==> src/common/mem_bus_pkg.sv <==
// Memory bus widths and payload types shared by the port join.
// Imported by the channel interfaces and every RTL module that touches a payload.
package mem_bus_pkg;

    // ----------------------------------------
    // bus widths
    // ----------------------------------------
    localparam int unsigned ADDR_W = 32;
    localparam int unsigned DATA_W = 64;
    localparam int unsigned BE_W   = DATA_W / 8;
    localparam int unsigned ID_W   = 4;

    // id split into class and tag
    localparam int unsigned CLS_W = 2;
    localparam int unsigned TAG_W = ID_W - CLS_W;

    // ----------------------------------------
    // request channel payload
    // ----------------------------------------
    // reads and writes share one channel, we selects the direction
    typedef struct packed {
        logic [ADDR_W-1:0] addr;
        logic              we;
        logic [DATA_W-1:0] wdata;
        logic [BE_W-1:0]   be;
        logic [ID_W-1:0]   id;
    } mem_req_t;

    // ----------------------------------------
    // response channel payload
    // ----------------------------------------
    // read data and write acknowledges share one channel
    // rdata is don't care for a write ack
    typedef struct packed {
        logic [DATA_W-1:0] rdata;
        logic [ID_W-1:0]   id;
        logic              err;
    } mem_rsp_t;

    // ----------------------------------------
    // response id views
    // ----------------------------------------
    // upper bits give the requester class, lower bits an
    // outstanding tag inside that class
    typedef struct packed {
        logic [CLS_W-1:0] cls;
        logic [TAG_W-1:0] tag;
    } rsp_id_fields_t;

    // exact ids are matched on raw, the bypass class on fields.cls
    typedef union packed {
        logic [ID_W-1:0] raw;
        rsp_id_fields_t  fields;
    } rsp_id_u;

endpackage

==> src/common/port_map_pkg.sv <==
// Requester numbering of the port join and the response id classes.
// Index order sets the round-robin order after reset.
package port_map_pkg;

    import mem_bus_pkg::*;

    // requesters, dcache has the first turn after reset
    localparam int unsigned NUM_PORTS   = 3;
    localparam int unsigned PORT_DCACHE = 0;
    localparam int unsigned PORT_BYPASS = 1;
    localparam int unsigned PORT_ICACHE = 2;

    typedef logic [1:0] port_idx_t;

    // id classes used by the response router
    localparam logic [ID_W-1:0]  ID_ICACHE  = 4'b0000;
    localparam logic [ID_W-1:0]  ID_DCACHE  = 4'b1111;
    // any tag under this class belongs to the bypass path
    localparam logic [CLS_W-1:0] CLS_BYPASS = 2'b10;

endpackage

==> src/common/mem_req_if.sv <==
// Request channel between a requester and the memory bus.
// Valid/ready handshake, a transfer happens on an edge with both high.
// Valid and payload hold from the rising of valid until the transfer.
interface mem_req_if
    import mem_bus_pkg::*;
();

    logic     valid;
    logic     ready;
    mem_req_t payload;

    // ----------------------------------------
    // modports
    // ----------------------------------------
    // requester side, or the mux output toward the bus
    modport initiator (
        output valid,
        output payload,
        input  ready
    );

    // side that accepts the request
    modport target (
        input  valid,
        input  payload,
        output ready
    );

endinterface

==> src/common/mem_rsp_if.sv <==
// Response channel from the memory bus back toward a requester.
// Same valid/ready transfer rule as the request channel.
interface mem_rsp_if
    import mem_bus_pkg::*;
();

    logic     valid;
    logic     ready;
    mem_rsp_t payload;

    // ----------------------------------------
    // modports
    // ----------------------------------------
    modport source (
        output valid,
        output payload,
        input  ready
    );

    modport sink (
        input  valid,
        input  payload,
        output ready
    );

endinterface

==> src/logic/lockin_rr_arbiter.sv <==
// Round-robin arbiter with lock-in for a valid/ready bus.
// A grant is frozen until accept_i, then the pointer moves past the winner.
// The grant is combinational while unfrozen.
module lockin_rr_arbiter
    import port_map_pkg::*;
(
    input  logic                 clk_i,
    input  logic                 rst_ni,
    input  logic [NUM_PORTS-1:0] req_i,
    input  logic                 accept_i,
    output logic                 grant_valid_o,
    output port_idx_t            grant_idx_o
);

    logic      frozen_d, frozen_q;
    port_idx_t lock_idx_d, lock_idx_q;
    port_idx_t ptr_d, ptr_q;

    logic      rr_valid;
    port_idx_t rr_idx;

    function automatic port_idx_t wrap_idx(input int value);
        return port_idx_t'(value % NUM_PORTS);
    endfunction

    // ----------------------------------------
    // round-robin search
    // ----------------------------------------
    // scan downward so the nearest request after ptr_q wins
    always_comb begin : rr_search
        rr_valid = 1'b0;
        rr_idx   = ptr_q;
        for (int k = NUM_PORTS - 1; k >= 0; k--) begin
            if (req_i[wrap_idx(int'(ptr_q) + k)]) begin
                rr_valid = 1'b1;
                rr_idx   = wrap_idx(int'(ptr_q) + k);
            end
        end
    end

    // frozen grant overrides the search
    assign grant_valid_o = frozen_q ? req_i[lock_idx_q] : rr_valid;
    assign grant_idx_o   = frozen_q ? lock_idx_q : rr_idx;

    // ----------------------------------------
    // lock-in state
    // ----------------------------------------
    always_comb begin : lock_next
        frozen_d   = frozen_q;
        lock_idx_d = lock_idx_q;
        ptr_d      = ptr_q;

        // freeze on a fresh grant
        if (!frozen_q && rr_valid) begin
            frozen_d   = 1'b1;
            lock_idx_d = rr_idx;
        end
        // accepted on this edge, release and move past the winner
        if (accept_i) begin
            frozen_d = 1'b0;
            ptr_d    = wrap_idx(int'(grant_idx_o) + 1);
        end
    end

    always_ff @(posedge clk_i or negedge rst_ni) begin
        if (!rst_ni) begin
            frozen_q   <= 1'b0;
            lock_idx_q <= '0;
            ptr_q      <= '0;
        end else begin
            frozen_q   <= frozen_d;
            lock_idx_q <= lock_idx_d;
            ptr_q      <= ptr_d;
        end
    end

    // requester keeps its request up once granted and not yet accepted
    a_req_held: assert property (
        @(posedge clk_i) disable iff (!rst_ni)
        (grant_valid_o && !accept_i) |=> req_i[lock_idx_q]
    ) else $error("granted request dropped before acceptance");

endmodule

==> src/logic/resp_router.sv <==
// Steers the shared response channel to one requester by transaction id.
// 0000 goes to icache, 10xx to bypass, 1111 and anything else to dcache.
// Fully combinational, ready comes back from the selected requester only.
module resp_router
    import mem_bus_pkg::*;
    import port_map_pkg::*;
(
    mem_rsp_if.sink   rsp_in,
    mem_rsp_if.source rsp_out [NUM_PORTS]
);

    rsp_id_u                id_view;
    port_idx_t              sel;
    logic [NUM_PORTS-1:0]   valid_vec;
    logic [NUM_PORTS-1:0]   ready_vec;

    assign id_view.raw = rsp_in.payload.id;

    // ----------------------------------------
    // id decode
    // ----------------------------------------
    // exact ids first, then the bypass class
    always_comb begin : id_decode
        if (id_view.raw == ID_ICACHE) begin
            sel = port_idx_t'(PORT_ICACHE);
        end else if (id_view.raw == ID_DCACHE) begin
            sel = port_idx_t'(PORT_DCACHE);
        end else if (id_view.fields.cls == CLS_BYPASS) begin
            sel = port_idx_t'(PORT_BYPASS);
        end else begin
            // unknown ids fall back to dcache
            sel = port_idx_t'(PORT_DCACHE);
        end
    end

    // ----------------------------------------
    // output steering
    // ----------------------------------------
    for (genvar i = 0; i < NUM_PORTS; i++) begin : g_out
        // payload goes everywhere, only valid is steered
        assign rsp_out[i].payload = rsp_in.payload;
        assign valid_vec[i]       = rsp_in.valid && (sel == port_idx_t'(i));
        assign rsp_out[i].valid   = valid_vec[i];
        assign ready_vec[i]       = rsp_out[i].ready;
    end

    assign rsp_in.ready = ready_vec[sel];

endmodule

==> src/port_join/req_chan_mux.sv <==
// Joins the requester channels onto one bus request channel.
// A lock-in round-robin arbiter picks the input, the path is combinational.
// Non-granted inputs see ready low and wait.
module req_chan_mux
    import mem_bus_pkg::*;
    import port_map_pkg::*;
(
    input  logic         clk_i,
    input  logic         rst_ni,
    mem_req_if.target    req_in [NUM_PORTS],
    mem_req_if.initiator req_out
);

    logic [NUM_PORTS-1:0] valid_vec;
    mem_req_t             payload_arr [NUM_PORTS];

    logic      grant_valid;
    port_idx_t grant_idx;
    logic      bus_accept;

    // ----------------------------------------
    // input collection and ready return
    // ----------------------------------------
    for (genvar i = 0; i < NUM_PORTS; i++) begin : g_in
        assign valid_vec[i]    = req_in[i].valid;
        assign payload_arr[i]  = req_in[i].payload;
        // only the granted input sees the bus ready
        assign req_in[i].ready = grant_valid && (grant_idx == port_idx_t'(i)) && req_out.ready;
    end

    // ----------------------------------------
    // arbitration
    // ----------------------------------------
    assign bus_accept = grant_valid && req_out.ready;

    lockin_rr_arbiter u_arbiter (
        .clk_i         ( clk_i       ),
        .rst_ni        ( rst_ni      ),
        .req_i         ( valid_vec   ),
        .accept_i      ( bus_accept  ),
        .grant_valid_o ( grant_valid ),
        .grant_idx_o   ( grant_idx   )
    );

    // grant is only valid while the granted input requests
    assign req_out.valid   = grant_valid;
    assign req_out.payload = payload_arr[grant_idx];

    // bus side sees a stable request under back-pressure
    a_payload_stable: assert property (
        @(posedge clk_i) disable iff (!rst_ni)
        (req_out.valid && !req_out.ready) |=> (req_out.valid && $stable(req_out.payload))
    ) else $error("bus request changed while stalled");

endmodule

==> src/port_join/port_join.sv <==
// Memory port join for the cache subsystem, with plain ports all round.
// Arbitrates dcache, bypass and icache requests onto one bus and routes
// each bus response back by id.
module port_join
    import mem_bus_pkg::*;
    import port_map_pkg::*;
(
    input  logic              clk_i,
    input  logic              rst_ni,
    // dcache
    input  logic              dc_req_valid_i,
    output logic              dc_req_ready_o,
    input  logic [ADDR_W-1:0] dc_req_addr_i,
    input  logic              dc_req_we_i,
    input  logic [DATA_W-1:0] dc_req_wdata_i,
    input  logic [BE_W-1:0]   dc_req_be_i,
    input  logic [ID_W-1:0]   dc_req_id_i,
    output logic              dc_rsp_valid_o,
    input  logic              dc_rsp_ready_i,
    output logic [DATA_W-1:0] dc_rsp_rdata_o,
    output logic [ID_W-1:0]   dc_rsp_id_o,
    output logic              dc_rsp_err_o,
    // uncached bypass
    input  logic              by_req_valid_i,
    output logic              by_req_ready_o,
    input  logic [ADDR_W-1:0] by_req_addr_i,
    input  logic              by_req_we_i,
    input  logic [DATA_W-1:0] by_req_wdata_i,
    input  logic [BE_W-1:0]   by_req_be_i,
    input  logic [ID_W-1:0]   by_req_id_i,
    output logic              by_rsp_valid_o,
    input  logic              by_rsp_ready_i,
    output logic [DATA_W-1:0] by_rsp_rdata_o,
    output logic [ID_W-1:0]   by_rsp_id_o,
    output logic              by_rsp_err_o,
    // icache
    input  logic              ic_req_valid_i,
    output logic              ic_req_ready_o,
    input  logic [ADDR_W-1:0] ic_req_addr_i,
    input  logic              ic_req_we_i,
    input  logic [DATA_W-1:0] ic_req_wdata_i,
    input  logic [BE_W-1:0]   ic_req_be_i,
    input  logic [ID_W-1:0]   ic_req_id_i,
    output logic              ic_rsp_valid_o,
    input  logic              ic_rsp_ready_i,
    output logic [DATA_W-1:0] ic_rsp_rdata_o,
    output logic [ID_W-1:0]   ic_rsp_id_o,
    output logic              ic_rsp_err_o,
    // memory bus
    output logic              bus_req_valid_o,
    input  logic              bus_req_ready_i,
    output logic [ADDR_W-1:0] bus_req_addr_o,
    output logic              bus_req_we_o,
    output logic [DATA_W-1:0] bus_req_wdata_o,
    output logic [BE_W-1:0]   bus_req_be_o,
    output logic [ID_W-1:0]   bus_req_id_o,
    input  logic              bus_rsp_valid_i,
    output logic              bus_rsp_ready_o,
    input  logic [DATA_W-1:0] bus_rsp_rdata_i,
    input  logic [ID_W-1:0]   bus_rsp_id_i,
    input  logic              bus_rsp_err_i
);

    mem_req_if req_if [NUM_PORTS] ();
    mem_rsp_if rsp_if [NUM_PORTS] ();
    mem_req_if bus_req_if ();
    mem_rsp_if bus_rsp_if ();

    // ----------------------------------------
    // requester side bundling
    // ----------------------------------------
    assign req_if[PORT_DCACHE].valid   = dc_req_valid_i;
    assign req_if[PORT_DCACHE].payload = '{addr: dc_req_addr_i, we: dc_req_we_i,
        wdata: dc_req_wdata_i, be: dc_req_be_i, id: dc_req_id_i};
    assign dc_req_ready_o              = req_if[PORT_DCACHE].ready;
    assign dc_rsp_valid_o              = rsp_if[PORT_DCACHE].valid;
    assign dc_rsp_rdata_o              = rsp_if[PORT_DCACHE].payload.rdata;
    assign dc_rsp_id_o                 = rsp_if[PORT_DCACHE].payload.id;
    assign dc_rsp_err_o                = rsp_if[PORT_DCACHE].payload.err;
    assign rsp_if[PORT_DCACHE].ready   = dc_rsp_ready_i;

    assign req_if[PORT_BYPASS].valid   = by_req_valid_i;
    assign req_if[PORT_BYPASS].payload = '{addr: by_req_addr_i, we: by_req_we_i,
        wdata: by_req_wdata_i, be: by_req_be_i, id: by_req_id_i};
    assign by_req_ready_o              = req_if[PORT_BYPASS].ready;
    assign by_rsp_valid_o              = rsp_if[PORT_BYPASS].valid;
    assign by_rsp_rdata_o              = rsp_if[PORT_BYPASS].payload.rdata;
    assign by_rsp_id_o                 = rsp_if[PORT_BYPASS].payload.id;
    assign by_rsp_err_o                = rsp_if[PORT_BYPASS].payload.err;
    assign rsp_if[PORT_BYPASS].ready   = by_rsp_ready_i;

    assign req_if[PORT_ICACHE].valid   = ic_req_valid_i;
    assign req_if[PORT_ICACHE].payload = '{addr: ic_req_addr_i, we: ic_req_we_i,
        wdata: ic_req_wdata_i, be: ic_req_be_i, id: ic_req_id_i};
    assign ic_req_ready_o              = req_if[PORT_ICACHE].ready;
    assign ic_rsp_valid_o              = rsp_if[PORT_ICACHE].valid;
    assign ic_rsp_rdata_o              = rsp_if[PORT_ICACHE].payload.rdata;
    assign ic_rsp_id_o                 = rsp_if[PORT_ICACHE].payload.id;
    assign ic_rsp_err_o                = rsp_if[PORT_ICACHE].payload.err;
    assign rsp_if[PORT_ICACHE].ready   = ic_rsp_ready_i;

    // ----------------------------------------
    // bus side bundling
    // ----------------------------------------
    assign bus_req_valid_o    = bus_req_if.valid;
    assign bus_req_addr_o     = bus_req_if.payload.addr;
    assign bus_req_we_o       = bus_req_if.payload.we;
    assign bus_req_wdata_o    = bus_req_if.payload.wdata;
    assign bus_req_be_o       = bus_req_if.payload.be;
    assign bus_req_id_o       = bus_req_if.payload.id;
    assign bus_req_if.ready   = bus_req_ready_i;

    assign bus_rsp_if.valid   = bus_rsp_valid_i;
    assign bus_rsp_if.payload = '{rdata: bus_rsp_rdata_i, id: bus_rsp_id_i, err: bus_rsp_err_i};
    assign bus_rsp_ready_o    = bus_rsp_if.ready;

    // request arbitration and response routing
    req_chan_mux u_req_mux (
        .clk_i   ( clk_i      ),
        .rst_ni  ( rst_ni     ),
        .req_in  ( req_if     ),
        .req_out ( bus_req_if )
    );

    resp_router u_rsp_router (
        .rsp_in  ( bus_rsp_if ),
        .rsp_out ( rsp_if     )
    );

endmodule

==> config.mk <==
export PLATFORM = sky130hd
export DESIGN_NAME = port_join
export DESIGN_NICKNAME = d
export VERILOG_FILES = /design/src/common/mem_bus_pkg.sv /design/src/common/port_map_pkg.sv /design/src/common/mem_req_if.sv /design/src/common/mem_rsp_if.sv /design/src/logic/lockin_rr_arbiter.sv /design/src/logic/resp_router.sv /design/src/port_join/req_chan_mux.sv /design/src/port_join/port_join.sv
export SDC_FILE = /design/constraint.sdc
export NUM_CORES = 1
export LEC_CHECK = 0
export ABC_AREA = 0
export BUFFER_PORTS_ARGS = -buffer_cell sky130_fd_sc_hd__buf_2
export CAP_MARGIN = 20
export CORE_AREA = 8 8 280 282
export CTS_CLUSTER_DIAMETER = 30
export DETAILED_ROUTE_END_ITERATION = 8
export DIE_AREA = 0 0 288 290
export GPL_TIMING_DRIVEN = 0
export HOLD_SLACK_MARGIN = 0.1
export PLACE_DENSITY = 0.3
export SLEW_MARGIN = 20
export SYNTH_ARGS = -nofsm -noshare
export SYNTH_HDL_FRONTEND = slang
export SYNTH_SLANG_ARGS = --single-unit
export TNS_END_PERCENT = 5
==> constraint.sdc <==
create_clock -name clk_i -period 2.8 [get_ports clk_i]
set_input_delay 0.56 -clock clk_i [delete_from_list [all_inputs] [get_ports clk_i]]
set_output_delay 0.56 -clock clk_i [all_outputs]
set_load 0.01 [all_outputs]
### After elaboration in Yosys (flattened, before gate mapping)

Index checks and enable logic that the tools add are counted.

* memory bits (read-only): 0
* memories kept: 0
* register bits: 5
* bits in latches: 0
* RAM bits: 0
* output and inout port bits: 324

* add/subtract/negate cells: 3
* divide/modulo/power cells: 4
* reductions and logical operators: 16
* shifts and indexed selects: 0
* $mul: 0
* muxes and demuxes: 26
* bitwise logic cells: 1
* order comparisons: 6
* equality and inequality tests: 6

Operators with widths (count)
* binary-select mux 109 bit (select 2 bit): 1
* two-way mux 109 bit: 2
* remainder unit 32 x 2 -> 32 bit, second input constant: 3
* remainder unit 2 x 2 -> 32 bit, second input constant: 1
* < comparator 2 x 3 -> 1 bit, second input constant: 5
* two-way mux 1 bit: 12
* two-way mux 2 bit: 6
* logical AND 1 bit: 11
* binary-select mux 1 bit (select 2 bit): 5
* adder 2 x 1 -> 3 bit, second input constant: 2
* equality test 2 bit, second input constant: 3
* equality test 2 x 1 -> 1 bit, second input constant: 2
* equality test 4 bit, second input constant: 1
* zero test 2 bit: 2
* zero test 4 bit: 1
* adder 2 x 2 -> 3 bit, second input constant: 1
* >= comparator 3 bit, second input constant: 1
* NOT 2 -> 3 bit: 1
* nonzero test 2 bit: 1
* zero test 1 bit: 1

### Longest topological paths before layout

* word-level depth: 12
* gate-level depth with buffers: 12

### Hierarchy

Synthesis repeated with hierarchy kept, for this count alone.

* cell total of the unflattened synthesis: 537
* area total of the unflattened synthesis: 4514.3 µm²

Modules (own cells, without submodules)
* req_chan_mux: area an instance 2412.3 µm², instances 1, sequential area each 0.0 µm², cells an instance 261
* resp_router: area an instance 1624.1 µm², instances 1, sequential area each 0.0 µm², cells an instance 219
* lockin_rr_arbiter: area an instance 478.0 µm², instances 1, sequential area each 125.1 µm², cells an instance 57

### Worst setup path after synthesis

No wires, ideal clock.

* kind: register to output
* from: reg u_req_mux.u_arbiter.ptr_q[0]
* to: out bus_req_addr_o[21]
* stages on the path, launching flop included: 13
* path buffers: 4
* setup slack: -0.087 ns
* arrival: 2.327 ns
* path through: dfrtp_1 inv_1 ha_1 buf_6 mux2i_2 nor3_1 a221o_1 a31o_1 and2_1 buf_6 buf_6 buf_6 o2bb2ai_1

* word-level cells in the longest chain between the ends: 12
* elaborated cells on any way between the ends: 19

Ends and longest elaborated chain
* from (decl): RTL line lockin_rr_arbiter.sv:17 `port_idx_t ptr_d, ptr_q;`
* from (signal assigned): RTL line lockin_rr_arbiter.sv:73 `ptr_q <= ptr_d;`
* adder 2 x 2 -> 3 bit: RTL line lockin_rr_arbiter.sv:34, lockin_rr_arbiter.sv:36
* remainder unit 32 x 2 -> 32 bit: RTL line lockin_rr_arbiter.sv:23 `return port_idx_t'(value % NUM_PORTS);`
* binary-select mux 1 bit (select 2 bit): RTL line lockin_rr_arbiter.sv:34 `if (req_i[wrap_idx(int'(ptr_q) + k)]) begin`
* two-way mux 1 bit (not written as such): RTL line lockin_rr_arbiter.sv:34
* two-way mux 2 bit (2 in series): RTL line lockin_rr_arbiter.sv:34
* two-way mux 2 bit *: RTL line lockin_rr_arbiter.sv:34
* two-way mux 2 bit *: RTL line lockin_rr_arbiter.sv:43 `assign grant_idx_o = frozen_q ? lock_idx_q : rr_idx;`
* NOT 2 -> 3 bit (not written as such) *: RTL line req_chan_mux.sv:47 `assign req_out.payload = payload_arr[grant_idx];`
* binary-select mux 109 bit (select 2 bit) *: RTL line req_chan_mux.sv:47
* two-way mux 109 bit (not written as such) * (2 in series): RTL line req_chan_mux.sv:47
* to (decl): RTL line port_join.sv:52 `output logic [ADDR_W-1:0] bus_req_addr_o,`

Mark *: on every way between the ends. The rest lies on a longest branch, timed or not. The select of a mux whose other input is x is not followed.

### Worst setup path in the final report

* from: reg u_req_mux.u_arbiter.ptr_q[1]
* to: out bus_req_addr_o[31]

The elaborated chain is that of the path after synthesis.

==> metrics.txt <==
Clk pin slew, worst setup/hold paths 0.03 ns; Synth Area in Adders 0.01108; Post-Syn Area 0.004516 mm2; largest net degree at the start of global routing 11; critical path arrival 2.83 ns; worst path cell trace buf_6 -> ha_4 -> buf_6 -> a21oi_2 -> nand2_1 -> a22oi_2 -> a2bb2oi_4 -> and2_4 -> buf_12 -> buf_12 -> buf_12 -> o2bb2ai_2 -> buf_2; final WL 38750 um; Syn Area/Cell 8.151 um2; post-layout min period 3.390 ns; critical path's most frequent cell buf_12; Max Freq 0.2950 GHz; core area 0.07382 mm2; Worst Max-Slew Pin Slew 0.5623 ns; via count 6663; IO Count 730; via-per-instance ratio 2.985; Final HPWL DP 33580 um; HP Class in2async; CTS buffer count 3; DR WL/cell 17.36 um; Nets 1668; RSZ-0062 raised after global routing yes; simple logic cell fraction of the synthesized area 0.04350; CTS tree built; input/output buffers 664; gr usage total 0.08426; total nets after synthesis 964; initial antenna violation count 8; Sink Count 5; Initial Util 0.06117; CP bufs+invs 6; hold buffer count at cts 0; Max IR drop VDD 601.6 uV; FP Rows 100; Routed Antenna Nets 0; Congestion Overflow GR 0; design area 0.01039 mm2; Clock Tree Root clkbuf_16; most common cell after layout, fill and taps aside buf_2; H-tree level count 1; Final Hold Fails 0; Remaining DRCs 0; DR iter-0 viols 170; Setup Skew 0.002044 ns; startpoint types flip-flop; Crit path required time 2.24 ns; failing checks setup timing; storage element area 127.6 um2; period utilization 1.211; fraction of final layout cells with drive strength greater than 1 0.8178; xor and xnor area share after synthesis 0; 1st-pass router iterations 4; number of global-route vias before repair 7385; Pwr per Cell Area 1100 mW/mm2; CP max FO 6; CP max stage delay 0.42 ns; Die Area 0.08352 mm2; compound-gate portion of the synthesized area 0.2571; Seq cells post-synth 5; P_leak 5.236 nW; Clock Path Buffers 2; number of distinct library cells after synthesis 39; die height 290 um; Seq/Total Area, Yosys 0.02771; mux contribution to synthesized area 0.2557; clk_lat worst skew 0.23 ns; Final Setup Violations 113; outcome complete, but fails checks; global-route wire length before repair 52900 um; synth warn 0; Die W 288 um; Placed Area 0.009067 mm2; relative slew slack 0.6220; WHS 0.1472 ns; CP Capture Type output pin; largest family of logic cells by synthesized area buffers and inverters; Mapped Cells 554; area delta synth->final 130.1%; Routability Congestion 0.7461; Worst Slack Setup Final -0.5901 ns; critical path class reg2out; fillcell total 8534; delay-heaviest family, CP buffers and inverters; most frequent cells in the layout buf_2 (661), buf_4 (237), mux2i_1 (91); Slowest-stage cell, CP dfrtp_2; multi-input logic area 0.003038 mm2; Slew Viols, Final 0; Max-Cap Viols 0
## per-layer routing
metal	global-route usage	wire [um]	vias to the layer above
li1	-	-	3237
met1	0.08878	14270	3043
met2	0.1696	21190	365
met3	0.02275	3069	18
met4	0.006042	220	0
met5	0	0	-
## synth_stat cells (all sizes together)
cell     number  area [um2]
a2bb2oi       1       15.01
a21bo         1       10.01
o211ai        1       7.510
a31o          1       8.760
a221o         1       10.01
dfrtp         5       125.1
or2           1       6.260
o21a          1       7.510
buf         235        1760
nor2         10       37.54
nor4bb        1       10.01
a21oi         5       25.02
o31a          1       8.760
o21ai         8       40.04
o221ai        1       8.760
o22ai         1       6.260
o31ai         1       7.510
clkbuf       12       45.04
ha            4       50.05
a22oi         1       7.510
o211a         1       10.01
nor3          3       15.01
inv           6       22.52
nor2b         5       31.28
o2bb2ai     109       954.7
o41ai         2       17.52
nor4b         1       8.760
and3b         1       8.760
mux2i       115        1155
and2          3       18.77
nand2b        2       12.51
nand2        11       41.29
o32ai         1       8.760
a211oi        1       7.510
nor4          1       6.260
## power by group
| part | total, W | switching [W] | leakage (nW) | internal (W) |
|---|---|---|---|---|
| registers | 0.000142 | 0.0000339 | 0.0587 | 0.000108 |
| clock network | 0.000234 | 0.0000458 | 0.0382 | 0.000189 |
| logic | 0.0111 | 0.00571 | 5.14 | 0.00534 |
## final timing paths
path,start,endpoint,slack (ns),depth (start not counted)
worst max-delay path,u_req_mux.u_arbiter.ptr_q[1]$_DFFE_PN0P_,bus_req_addr_o[31],-0.59,13
worst min-delay path,rst_ni,u_req_mux.u_arbiter.frozen_q$_DFFE_PN0P_,0.15,1
worst max register to register,u_req_mux.u_arbiter.ptr_q[1]$_DFFE_PN0P_,u_req_mux.u_arbiter.ptr_q[0]$_DFFE_PN0P_,0.23,13
worst min register to register,u_req_mux.u_arbiter.lock_idx_q[0]$_DFFE_PN0P_,u_req_mux.u_arbiter.lock_idx_q[0]$_DFFE_PN0P_,0.60,2
max in group asynchronous,rst_ni,u_req_mux.u_arbiter.ptr_q[1]$_DFFE_PN0P_,2.50,1
min in group clk_i,u_req_mux.u_arbiter.lock_idx_q[0]$_DFFE_PN0P_,u_req_mux.u_arbiter.lock_idx_q[0]$_DFFE_PN0P_,0.60,2
## sequential cells by signal, summed over array words and instances, names as in the netlist
signal,flops
u_req_mux.u_arbiter.frozen_q,1
u_req_mux.u_arbiter.lock_idx_q,2
u_req_mux.u_arbiter.ptr_q,2
## worst reg2reg max path, delay by kind of cell (launching register included)
kind	cells	cell delay, ns
flip-flops	1	0.42
AND/OR/NAND/NOR	2	0.12
buffers and inverters	5	0.69
adder cells (fa/ha/maj)	2	0.49
AO/OA/AOI/OAI	4	0.72
## per-stage QoR
| stage | setup TNS, ns | worst slack [ns] | util | cells | power [W] |
|---|---|---|---|---|---|
| after floorplan | -0.1457 | -0.01457 | - | 554 | 0.004978 |
| after global placement | -135.64 | -1.821 | 0.1228 | 2187 | 0.008720 |
| after detailed placement | -134.70 | -1.866 | 0.1228 | 2187 | 0.008690 |
| after CTS | -63.94 | -0.6538 | 0.1349 | 2211 | 0.01096 |
| after global routing | -73.55 | -0.6969 | 0.1407 | 2230 | 0.01233 |
| final | -58.36 | -0.5901 | 0.1407 | 2232 | 0.01143 |
## cell type report
| type | instances | area share |
|---|---|---|
| Antenna cell | 6 | 0.001445 |
| Sequential cell | 5 | 0.01228 |
| Multi-Input combinational cell | 296 | 0.2924 |
| Buffer | 244 | 0.2015 |
| Timing Repair Buffer | 702 | 0.3659 |
| Inverter | 6 | 0.002168 |
| Clock buffer | 4 | 0.007588 |
| Tap cell | 969 | 0.1167 |
## cell families (layout without fill, tap and decap cells)
| logic type | after synthesis | in the layout |
|---|---|---|
| other cells | 0 | 6 |
| flops | 5 | 5 |
| fa+ha+maj | 4 | 4 |
| simple gates | 39 | 39 |
| mux | 115 | 115 |
| compound gates | 138 | 138 |
| buf+inv | 253 | 956 |
## repair_timing
item,CTS,global route
endpoints found under the setup margin,115,114
resized for setup,141,57
buffers inserted,17,15
pin swaps,11,14
gates cloned,5,2
Note: power is estimated with default switching activity, not from simulation.
